<file path="src/source/nandReadPagePkg.sv">
package nandReadPagePkg;

    localparam int NumberOfWays = 4;

    typedef logic [5:0]              opcodeT;
    typedef logic [4:0]              targetIdT;
    typedef logic [NumberOfWays-1:0] wayMaskT;
    typedef logic [15:0]             colAddressT;
    typedef logic [23:0]             rowAddressT;
    typedef logic [15:0]             dataLengthT;
    // one-hot, one bit per primitive
    typedef logic [7:0]              primSelectT;
    // first byte on the bus sits in bits 39:32
    typedef logic [39:0]             caDataT;

    localparam opcodeT     ReadPageOpcode   = 6'b000100;
    localparam logic [7:0] ReadCmd1         = 8'h00;
    localparam logic [7:0] ReadCmd2         = 8'h30;
    localparam logic [7:0] ReadParamCmd     = 8'hEC;
    localparam dataLengthT AddressByteCount = 16'd4;
    // low targetId bits for a parameter page read
    localparam logic [1:0] ParamReadSel     = 2'b01;

    // primitive positions in the select word
    localparam int CapsBit   = 3;
    localparam int DataInBit = 1;

    typedef enum logic [2:0] {
        Idle,
        Latch,
        CmdIssue,
        AddrIssue,
        Cmd2Issue,
        WaitBusy,
        WaitReady,
        DataIssue
    } readPageStateT;

    typedef struct packed {
        opcodeT     opcode;
        targetIdT   targetId;
        wayMaskT    waySelect;
        colAddressT colAddress;
        rowAddressT rowAddress;
        dataLengthT length;
    } readRequestT;

    typedef struct packed {
        primSelectT primSelect;
        wayMaskT    targetWay;
        dataLengthT numOfData;
        logic       caSelect;
        caDataT     caData;
    } acgRequestT;

endpackage

</file>
<file path="src/source/readPageSequencer.sv">
`timescale 1ns/1ns

module readPageSequencer
    import nandReadPagePkg::*;
(
    input  logic          iSystemClock,
    input  logic          reset,
    input  logic          cmdValid,
    input  opcodeT        opcode,
    input  logic          paramRead,
    input  primSelectT    acgLastStep,
    input  logic          wayReady,
    output readPageStateT nextState,
    output logic          cmdReady,
    output logic          lastStep
);

    readPageStateT state;
    logic          accept;
    logic          capsDone;
    logic          dataInDone;

    // only read-page requests are taken, others are ignored
    assign accept = (state == Idle) && cmdValid && cmdReady && (opcode == ReadPageOpcode);

    // completion of the command/address and data-in primitives
    assign capsDone   = acgLastStep[CapsBit];
    assign dataInDone = acgLastStep[DataInBit];

    always_ff @(posedge iSystemClock) begin
        if (reset) begin
            state <= Idle;
        end else begin
            state <= nextState;
        end
    end

    always_comb begin
        nextState = state;
        case (state)
            Idle: begin
                if (accept) begin
                    nextState = Latch;
                end
            end
            Latch: begin
                nextState = CmdIssue;
            end
            CmdIssue: begin
                if (capsDone) begin
                    nextState = AddrIssue;
                end
            end
            AddrIssue: begin
                // parameter page has no second command
                if (capsDone) begin
                    nextState = paramRead ? WaitBusy : Cmd2Issue;
                end
            end
            Cmd2Issue: begin
                if (capsDone) begin
                    nextState = WaitBusy;
                end
            end
            WaitBusy: begin
                // target goes busy once the array read starts
                if (!wayReady) begin
                    nextState = WaitReady;
                end
            end
            WaitReady: begin
                if (wayReady) begin
                    nextState = DataIssue;
                end
            end
            DataIssue: begin
                if (dataInDone) begin
                    nextState = Idle;
                end
            end
            default: begin
                nextState = Idle;
            end
        endcase
    end

    // lastStep trails the data-in completion by one cycle,
    // cmdReady comes back one cycle after that
    always_ff @(posedge iSystemClock) begin
        if (reset) begin
            cmdReady <= 1'b1;
            lastStep <= 1'b0;
        end else begin
            lastStep <= (state == DataIssue) && dataInDone;
            if (accept) begin
                cmdReady <= 1'b0;
            end else if (lastStep) begin
                cmdReady <= 1'b1;
            end
        end
    end

endmodule

</file>
<file path="src/source/commandAddressFormatter.sv">
`timescale 1ns/1ns

module commandAddressFormatter
    import nandReadPagePkg::*;
(
    input  logic          iSystemClock,
    input  logic          reset,
    input  readRequestT   request,
    input  readPageStateT nextState,
    output logic          paramRead,
    output acgRequestT    acg
);

    targetIdT   latchedTargetId;
    colAddressT latchedCol;
    rowAddressT latchedRow;
    dataLengthT latchedLength;
    acgRequestT acgNext;

    // request fields held for the whole sequence
    always_ff @(posedge iSystemClock) begin
        if (nextState == Latch) begin
            latchedTargetId <= request.targetId;
            latchedCol      <= request.colAddress;
            latchedRow      <= request.rowAddress;
            latchedLength   <= request.length;
        end
    end

    assign paramRead = (latchedTargetId[1:0] == ParamReadSel);

    always_comb begin
        // idle word, way mask held
        acgNext.primSelect = '0;
        acgNext.targetWay  = acg.targetWay;
        acgNext.numOfData  = '0;
        acgNext.caSelect   = 1'b1;
        acgNext.caData     = '0;
        case (nextState)
            Idle, Latch: begin
                // way tracks the host until the request is taken
                acgNext.targetWay = ~request.waySelect;
            end
            CmdIssue: begin
                acgNext.primSelect[CapsBit] = 1'b1;
                acgNext.caData = {paramRead ? ReadParamCmd : ReadCmd1, 32'h0};
            end
            AddrIssue: begin
                acgNext.primSelect[CapsBit] = 1'b1;
                acgNext.caSelect = 1'b0;
                if (!paramRead) begin
                    acgNext.numOfData = AddressByteCount;
                    // column bytes first, low byte leading
                    acgNext.caData = {latchedCol[7:0], latchedCol[15:8],
                                      latchedRow[7:0], latchedRow[15:8], latchedRow[23:16]};
                end
            end
            Cmd2Issue: begin
                acgNext.primSelect[CapsBit] = 1'b1;
                acgNext.caData = {ReadCmd2, 32'h0};
            end
            DataIssue: begin
                acgNext.primSelect[DataInBit] = 1'b1;
                acgNext.caSelect  = 1'b0;
                acgNext.numOfData = latchedLength;
            end
            default: begin
                acgNext.primSelect = '0;
            end
        endcase
    end

    // registered from nextState so the word lines up with the state
    always_ff @(posedge iSystemClock) begin
        if (reset) begin
            acg.primSelect <= '0;
            acg.targetWay  <= '1;
            acg.numOfData  <= '0;
            acg.caSelect   <= 1'b1;
            acg.caData     <= '0;
        end else begin
            acg <= acgNext;
        end
    end

endmodule

</file>
<file path="src/source/readyBusyMonitor.sv">
`timescale 1ns/1ns

module readyBusyMonitor
    import nandReadPagePkg::*;
(
    input  logic    iSystemClock,
    input  logic    reset,
    input  wayMaskT targetWay,
    input  wayMaskT readyBusy,
    output logic    wayReady
);

    wayMaskT targetMask;
    wayMaskT pinSample;
    wayMaskT maskedPins;

    // three stages, a new pin sample enters every cycle
    always_ff @(posedge iSystemClock) begin
        if (reset) begin
            targetMask <= '0;
            pinSample  <= '0;
            maskedPins <= '0;
            wayReady   <= 1'b0;
        end else begin
            // targetWay is active low
            targetMask <= ~targetWay;
            pinSample  <= readyBusy;
            maskedPins <= targetMask & pinSample;
            wayReady   <= |maskedPins;
        end
    end

endmodule

</file>
<file path="src/source/nandReadPageTop.sv">
`timescale 1ns/1ns

module nandReadPageTop
    import nandReadPagePkg::*;
(
    input  logic        iSystemClock,
    input  logic        reset,
    input  readRequestT request,
    input  logic        cmdValid,
    output logic        cmdReady,
    output logic        lastStep,
    output acgRequestT  acg,
    input  primSelectT  acgLastStep,
    input  wayMaskT     readyBusy
);

    readPageStateT nextState;
    logic          paramRead;
    logic          wayReady;

    // phase control and host handshake
    readPageSequencer readPageSequencer_i (
        .iSystemClock (iSystemClock),
        .reset        (reset),
        .cmdValid     (cmdValid),
        .opcode       (request.opcode),
        .paramRead    (paramRead),
        .acgLastStep  (acgLastStep),
        .wayReady     (wayReady),
        .nextState    (nextState),
        .cmdReady     (cmdReady),
        .lastStep     (lastStep)
    );

    // primitive request word per phase
    commandAddressFormatter commandAddressFormatter_i (
        .iSystemClock (iSystemClock),
        .reset        (reset),
        .request      (request),
        .nextState    (nextState),
        .paramRead    (paramRead),
        .acg          (acg)
    );

    // ready/busy of the selected way only
    readyBusyMonitor readyBusyMonitor_i (
        .iSystemClock (iSystemClock),
        .reset        (reset),
        .targetWay    (acg.targetWay),
        .readyBusy    (readyBusy),
        .wayReady     (wayReady)
    );

endmodule

</file>
<file path="config.mk">
export PLATFORM = sky130hd
export DESIGN_NAME = nandReadPageTop
export DESIGN_NICKNAME = d
export VERILOG_FILES = /design/src/source/nandReadPagePkg.sv /design/src/source/readPageSequencer.sv /design/src/source/commandAddressFormatter.sv /design/src/source/readyBusyMonitor.sv /design/src/source/nandReadPageTop.sv
export SDC_FILE = /design/constraint.sdc
export NUM_CORES = 1
export LEC_CHECK = 0
export BUFFER_PORTS_ARGS = -buffer_cell sky130_fd_sc_hd__buf_2
export CORE_MARGIN = 3
export CORE_UTILIZATION = 48
export DETAILED_ROUTE_END_ITERATION = 16
export PLACE_DENSITY = 0.78
export SKIP_LAST_GASP = 1
export SYNTH_ARGS = -nofsm -noshare
export SYNTH_HDL_FRONTEND = slang
export SYNTH_SLANG_ARGS = --single-unit
</file>
<file path="constraint.sdc">
create_clock -name iSystemClock -period 2.45 [get_ports iSystemClock]
set_input_delay 0.245 -clock iSystemClock [delete_from_list [all_inputs] [get_ports iSystemClock]]
set_output_delay 0.245 -clock iSystemClock [all_outputs]
set_load 0.05 [all_outputs]
</file>
Word level (Yosys, flattened, before mapping)
Cells that the tools add are included.
{ "totals": {"regBits": 145, "in_bits": 86, "out_inout_bits": 71, "word_cells": 62} }
{ "op_classes": {"n_eq_ne": 14, "mux": 18, "bitwise": 3, "reduce_logical": 10} }
{ "op_table": {"columns": ["operator", "count"], "rows": [
  ["case mux 40 bit (3 select lines)", 1],
  ["2-to-1 mux 40 bit", 1],
  ["case mux 17 bit (2 select lines)", 1],
  ["2-to-1 mux 3 bit", 8],
  ["case mux 3 bit (8 select lines)", 1],
  ["equality test 3 bit, second input constant", 6],
  ["equality test 3 x 2 -> 1 bit, second input constant", 4],
  ["2-to-1 mux 8 bit", 1],
  ["inverter 4 bit", 2],
  ["equality test 3 x 1 -> 1 bit, second input constant", 2],
  ["equality test 6 x 3 -> 1 bit, second input constant", 1],
  ["zero test 3 bit", 2],
  ["2-to-1 mux 1 bit", 5],
  ["bitwise AND 4 bit", 1],
  ["logical AND 1 bit", 4],
  ["OR reduction 4 bit", 1],
  ["OR reduction 3 bit", 1],
  ["equality test 2 x 1 -> 1 bit, second input constant", 1],
  ["nonzero test 2 bit", 1],
  ["OR reduction 2 bit", 1]
]} }

Longest topological paths before layout
{ "logic_depth": {"word_depth": 9, "ltp_mapped": 7, "depth_no_buf": 5} }

Cells and area by module
From an unflattened synthesis, not the netlist that was laid out.
{ "hier_totals": {"hier_cells": 291, "area_unflattened_um2": 4337.9} }
{ "modules_own_cells": {"columns": ["mod", "instances", "cells_per_inst", "area_each_um2", "seq_area_each_um2"], "rows": [
  ["commandAddressFormatter", 1, 224, 3661.0, 3002.9],
  ["readyBusyMonitor", 1, 32, 357.8, 260.2],
  ["readPageSequencer", 1, 35, 319.1, 100.1]
]} }

Worst setup path after synthesis
No wires, ideal clock.
{ "synth_timing": {"kind": "register to register", "from": "register readPageSequencer_i.cmdReady", "to": "register commandAddressFormatter_i.acg[10] (netlist name)", "setup_time_ns": 0.059, "arrival_time_ns": 2.022, "required_time_ns": 2.391, "path_slack_ns": 0.369, "path_stages_with_launch": 6, "n_path_buf": 1, "period_less_slack_ns": 2.081, "path_cell_list": "dfxtp_1 > and4_4 > nor4b_2 > nor2_2 > buf_2 > and2_1"} }
{ "synth_via": {"elab_chain_len": 6, "elab_cells_between_ends": 8, "cone_classes": "eq/ne: 3; mux: 3; reduce/logical: 2"} }
{ "synth_rtl": {"columns": ["item", "line", "text"], "rows": [
  ["start: declaration", "readPageSequencer.sv:14", "output logic cmdReady,"],
  ["start signal: assignment", "readPageSequencer.sv:91", "cmdReady <= 1'b1;"],
  ["start signal: assignment", "readPageSequencer.sv:96", "cmdReady <= 1'b0;"],
  ["start signal: assignment", "readPageSequencer.sv:98", "cmdReady <= 1'b1;"],
  ["logical AND 1 bit (*) (2 in a row)", "readPageSequencer.sv:24", "assign accept = (state == Idle) && cmdValid && cmdReady && (opcode == ReadPageOpcode);"],
  ["2-to-1 mux 3 bit (*)", "readPageSequencer.sv:42", "if (accept) begin"],
  ["case mux 3 bit (8 select lines) (*)", "readPageSequencer.sv:40", "case (state)"],
  ["equality test 3 bit / equality test 3 x 2 -> 1 bit (equally long branches)", "commandAddressFormatter.sv:39", "case (nextState)"],
  ["case mux 40 bit (3 select lines) (*)", "commandAddressFormatter.sv:39", null]
]} }
Mark *: on every way between the ends. The rest lies on a longest branch, timed or not.
A chain may end at the register's enable or synchronous reset.

Worst setup path in the final report
{ "layout_timing": {"from": "register readPageSequencer_i.state[1]", "to": "register commandAddressFormatter_i.acg[35] (netlist name)"} }
{ "layout_via": {"elab_chain_len": 8, "elab_cells_between_ends": 23, "cone_classes": "eq/ne: 10; mux: 9; reduce/logical: 4"} }
{ "layout_rtl": {"columns": ["item", "line", "text"], "rows": [
  ["start: declaration", "readPageSequencer.sv:18", "readPageStateT state;"],
  ["start signal: assignment", "readPageSequencer.sv:32", "state <= Idle;"],
  ["start signal: assignment", "readPageSequencer.sv:34", "state <= nextState;"],
  ["zero test 3 bit", "readPageSequencer.sv:24, readPageSequencer.sv:40", null],
  ["logical AND 1 bit (3 in a row)", "readPageSequencer.sv:24", null],
  ["2-to-1 mux 3 bit", "readPageSequencer.sv:42", null],
  ["case mux 3 bit (8 select lines) (*)", "readPageSequencer.sv:40", null],
  ["equality test 3 bit / equality test 3 x 2 -> 1 bit (equally long branches)", "commandAddressFormatter.sv:39", null],
  ["case mux 40 bit (3 select lines) (*)", "commandAddressFormatter.sv:39", null]
]} }
Marked as above.

==> parameters.txt <==
Parameter                              Value

Placement
  Number of placed instances, taps included ... 540
  IO Port Bufs ... 141
  Half-perimeter wire length after placement ... about 5300 µm
  RD Place Congestion ... approximately 0.76
  Pre-CTS setup slack ... 0.05891 ns

Cells and area
  Layout area overhead ... 46.68%
  Share of the core filled with cells in the final layout ... 72.59%
  Nets ... roughly 600
  Fraction of layout instances using a drive strength above 1 ... 36.69%
  Non-filler cells in the finished layout ... 634
  Ant. Diodes ... 0

Clocking
  TritonCTS clock tree ... built
  Setup Fix Bufs, Post-CTS ... 0
  Clock sink count ... roughly 140
  CTS root buffer ... clkbuf_8
  Number of H-tree branching levels ... 4
  Clock-pin slew on the worst setup and hold paths ... 0.06 ns
  Worst-skew pair later-pin latency ... ~0.5 ns
  Cts bufs inserted ... 17
  Number of buffers on the longest clock path ... 2

Logic synthesis
  Cell types occupying the most area after synthesis ... edfxtp_1 40%, dfxtp_1 37%, and2_1 5.2%
  Cells after Synth ... between 200 and 300
  Most frequent cells after synthesis ... 81 x dfxtp_1, 58 x edfxtp_1, 36 x and2_1
  Proportion of netlist area held by the largest area contributor ... ~40%
  Async S/R FF share, synth ... 0%
  Synth warn ... 0
  Post-synth top area cell ... edfxtp_1
  Most frequent cell after synthesis ... dfxtp_1
  Number of distinct standard cells referenced by the synthesized netlist ... 39
  Synthesized area per cell ... between 10 and 15 µm²
  #FFs+latches synth ... 139
  Most common flop cell mapped by yosys ... dfxtp_1
  Part of the Yosys area used for sequential elements ... 77.55%
  Number of enable-type register cells in the synthesized netlist ... a little under 60
  Netlist area before placement ... 4337 µm²

Worst setup path
  Longest individual stage delay on the worst path ... 0.67 ns
  CP max FO ... 23
  Library cell contributing the largest single delay on the critical path ... or4b_4
  Data required time at the worst endpoint ... approximately 2.8 ns
  Critical path buffer and inverter count ... 0
  Arrival @ worst endpoint ... roughly 2.5 ns
  List of cells traversed by the critical path ... nor4b_1 > and4_4 > or4b_4 > and3_1 > o21a_1
  Kind of start point of the critical path ... flip-flop
  Type of the setup path with the least slack ... reg2reg
  Kind of capture point of the worst setup path ... flip-flop
  Kind of cell adding the most delay to the critical path ... simple AND/OR/NAND/NOR gates

Drt
  Violation count after the first detailed-routing iteration ... around 120
  Vias per inst ... 4.585
  Post-detailed-route count of antenna-violating nets ... 0
  Drt total wl ... 8870 µm
  Via count ... 2907
  Average wire per standard cell ... 13.99 µm
  Iteration count of the initial detailed-routing pass ... 4
  Post-detailed-route DRC marker count ... 0

Status
  Status ... finished clean

Floorplan
  Area of the die ... 10210 µm²
  Initial cell density of the core ... 49.49%
  Die span in y ... 101.1 µm
  Row count ... 34
  Top-level port count ... 157
  Core area ... 8763 µm²
  Width of the die ... 101.1 µm

Timing
  Setup repair after global routing missed its margin ... false
  Shortest period the worst path allows ... ~2.1 ns
  Final slew viol count ... 0
  Headroom to the max-slew limit ... 63.17%
  Worst Max-Slew Pin Slew ... 0.5511 ns
  Fin worst setup slack ... 0.3254 ns
  Count of final hold-check violations ... 0
  Fin crit share ... 86.72%
  Setup TNS after final layout ... 0 ns
  Highest achievable clock rate ... about 470 MHz
  Post-Route Skew ... 0.009176 ns
  Number of setup violations in the final report ... 0

Global routing
  Number of global-route vias before repair ... 2932
  GRT Util Overall ... 17.82%
  Largest net degree at the start of global routing ... 42
  Number of antenna violations at the first check in global routing ... 0
  Global-route congestion overflow total ... 0
  Global-route wire length before repair ... 13780 µm

Pwr
  Cell area power density ... 809.3 nW/µm²
  VDD IR-drop max ... 508.6 µV
  Leakage power ... between 0.002 and 0.003 µW

Job
  Reported max-cap violation count ... 0

Min path
  Hold WC Path Type ... in2reg
==> layout by cell type, fill, tap and decap left out, drive strengths merged, types with 2 or more instances in the layout <==
| cell | instances |
|---|---|
| nand4 | 2 |
| nand2 | 8 |
| o21a | 4 |
| a21oi | 6 |
| clkinv | 5 |
| nor2 | 22 |
| nand2b | 6 |
| clkinvlp | 3 |
| o21ai | 3 |
| conb | 6 |
| bufinv | 2 |
| dlygate4sd3 | 62 |
| nor4 | 2 |
| buf | 149 |
| nor4b | 3 |
| nand3 | 4 |
| and2 | 36 |
| and3 | 20 |
| nor2b | 4 |
| or2 | 3 |
| inv | 6 |
| clkbuf | 18 |
| dfxtp | 81 |
| edfxtp | 58 |
==> power breakdown <==
group	switching, µW	internal [µW]	leakage [µW]
clock	979	1530	0.000287
combinational	87.9	120	0.00134
sequential	6.52	2420	0.00118
total	1070	4070	0.00280
==> cell type report <==
cell class	instances	area, µm²
fill	568	2402
clock buffer	18	439.2
sequential	139	3363
multi-input combinational	142	870.8
tap	108	135.1
inverter	2	7.507
timing repair buffer	211	1386
clock inverter	14	158.9
==> through the flow <==
step / hold WS [ns] / power, µW / cell area, µm²
after floorplan: 0.3166 / 2545 / 4355
after detailed placement: 0.4004 / 2609 / 5137
after CTS: 0.02701 / 5186 / 6356
after global placement: 0.4019 / 2605 / 5137
final: 0.06559 / 5148 / 6361
after global routing: 0.06714 / 5311 / 6361
==> worst paths after layout <==
check	from	to	slack, ns	cells past startpoint
min	request[59]	commandAddressFormatter_i.acg[60]	0.07	4
max	readPageSequencer_i.state[1]	commandAddressFormatter_i.acg[35]	0.33	5
max reg2reg	readPageSequencer_i.state[1]	commandAddressFormatter_i.acg[35]	0.33	5
min reg2reg	readyBusyMonitor_i.pinSample[2]	readyBusyMonitor_i.maskedPins[2]	0.43	2
==> repair_timing <==
| item | in CTS | in global routing |
|---|---|---|
| hold buffers | 62 | 0 |
| hold endpoints to repair | 62 | 0 |
| resized for setup | 0 | 1 |
| setup endpoints to repair | 0 | 34 |
==> state kept, by name, indices dropped and copies added (netlist names) <==
signal and count:
commandAddressFormatter_i.latchedCol 16, readyBusyMonitor_i.targetMask 4, commandAddressFormatter_i.latchedRow 24, readPageSequencer_i.state 3
commandAddressFormatter_i.acg 63, readPageSequencer_i.lastStep 1, readyBusyMonitor_i.wayReady 1, commandAddressFormatter_i.latchedLength 16
readyBusyMonitor_i.pinSample 4, commandAddressFormatter_i.latchedTargetId 2, readyBusyMonitor_i.maskedPins 4, readPageSequencer_i.cmdReady 1
==> cell families (layout without fill, tap and decap cells) <==
group,count (synthesis),in the layout,share of synthesized area (%)
buffers and inverters,20,245,2.914
and+or+nand+nor,115,115,16.01
DFF,139,139,77.55
muxes,1,1,0.2308
other,1,6,0.08647
AOI/OAI and AO/OA,20,20,3.203
==> worst reg2reg max path, cell delays in order (launching register included) <==
cell and delay (ns):
dfxtp_1 0.58, nor4b_1 0.13, and4_4 0.23, or4b_4 0.68
and3_1 0.24, o21a_1 0.17
==> layer usage <==
metal / track usage (%) / wire, µm / part of all wire (%) / vias to the layer above
li1: - / - / - / 1447
met1: 19.65 / 3514 / 40 / 1331
met2: 31.14 / 4672 / 53 / 114
met3: 5.952 / 519 / 5.9 / 15
met4: 7.771 / 163 / 1.8 / 0
met5: 0 / 0 / 0 / -
No activity file was read; power rests on OpenSTA's default activity.
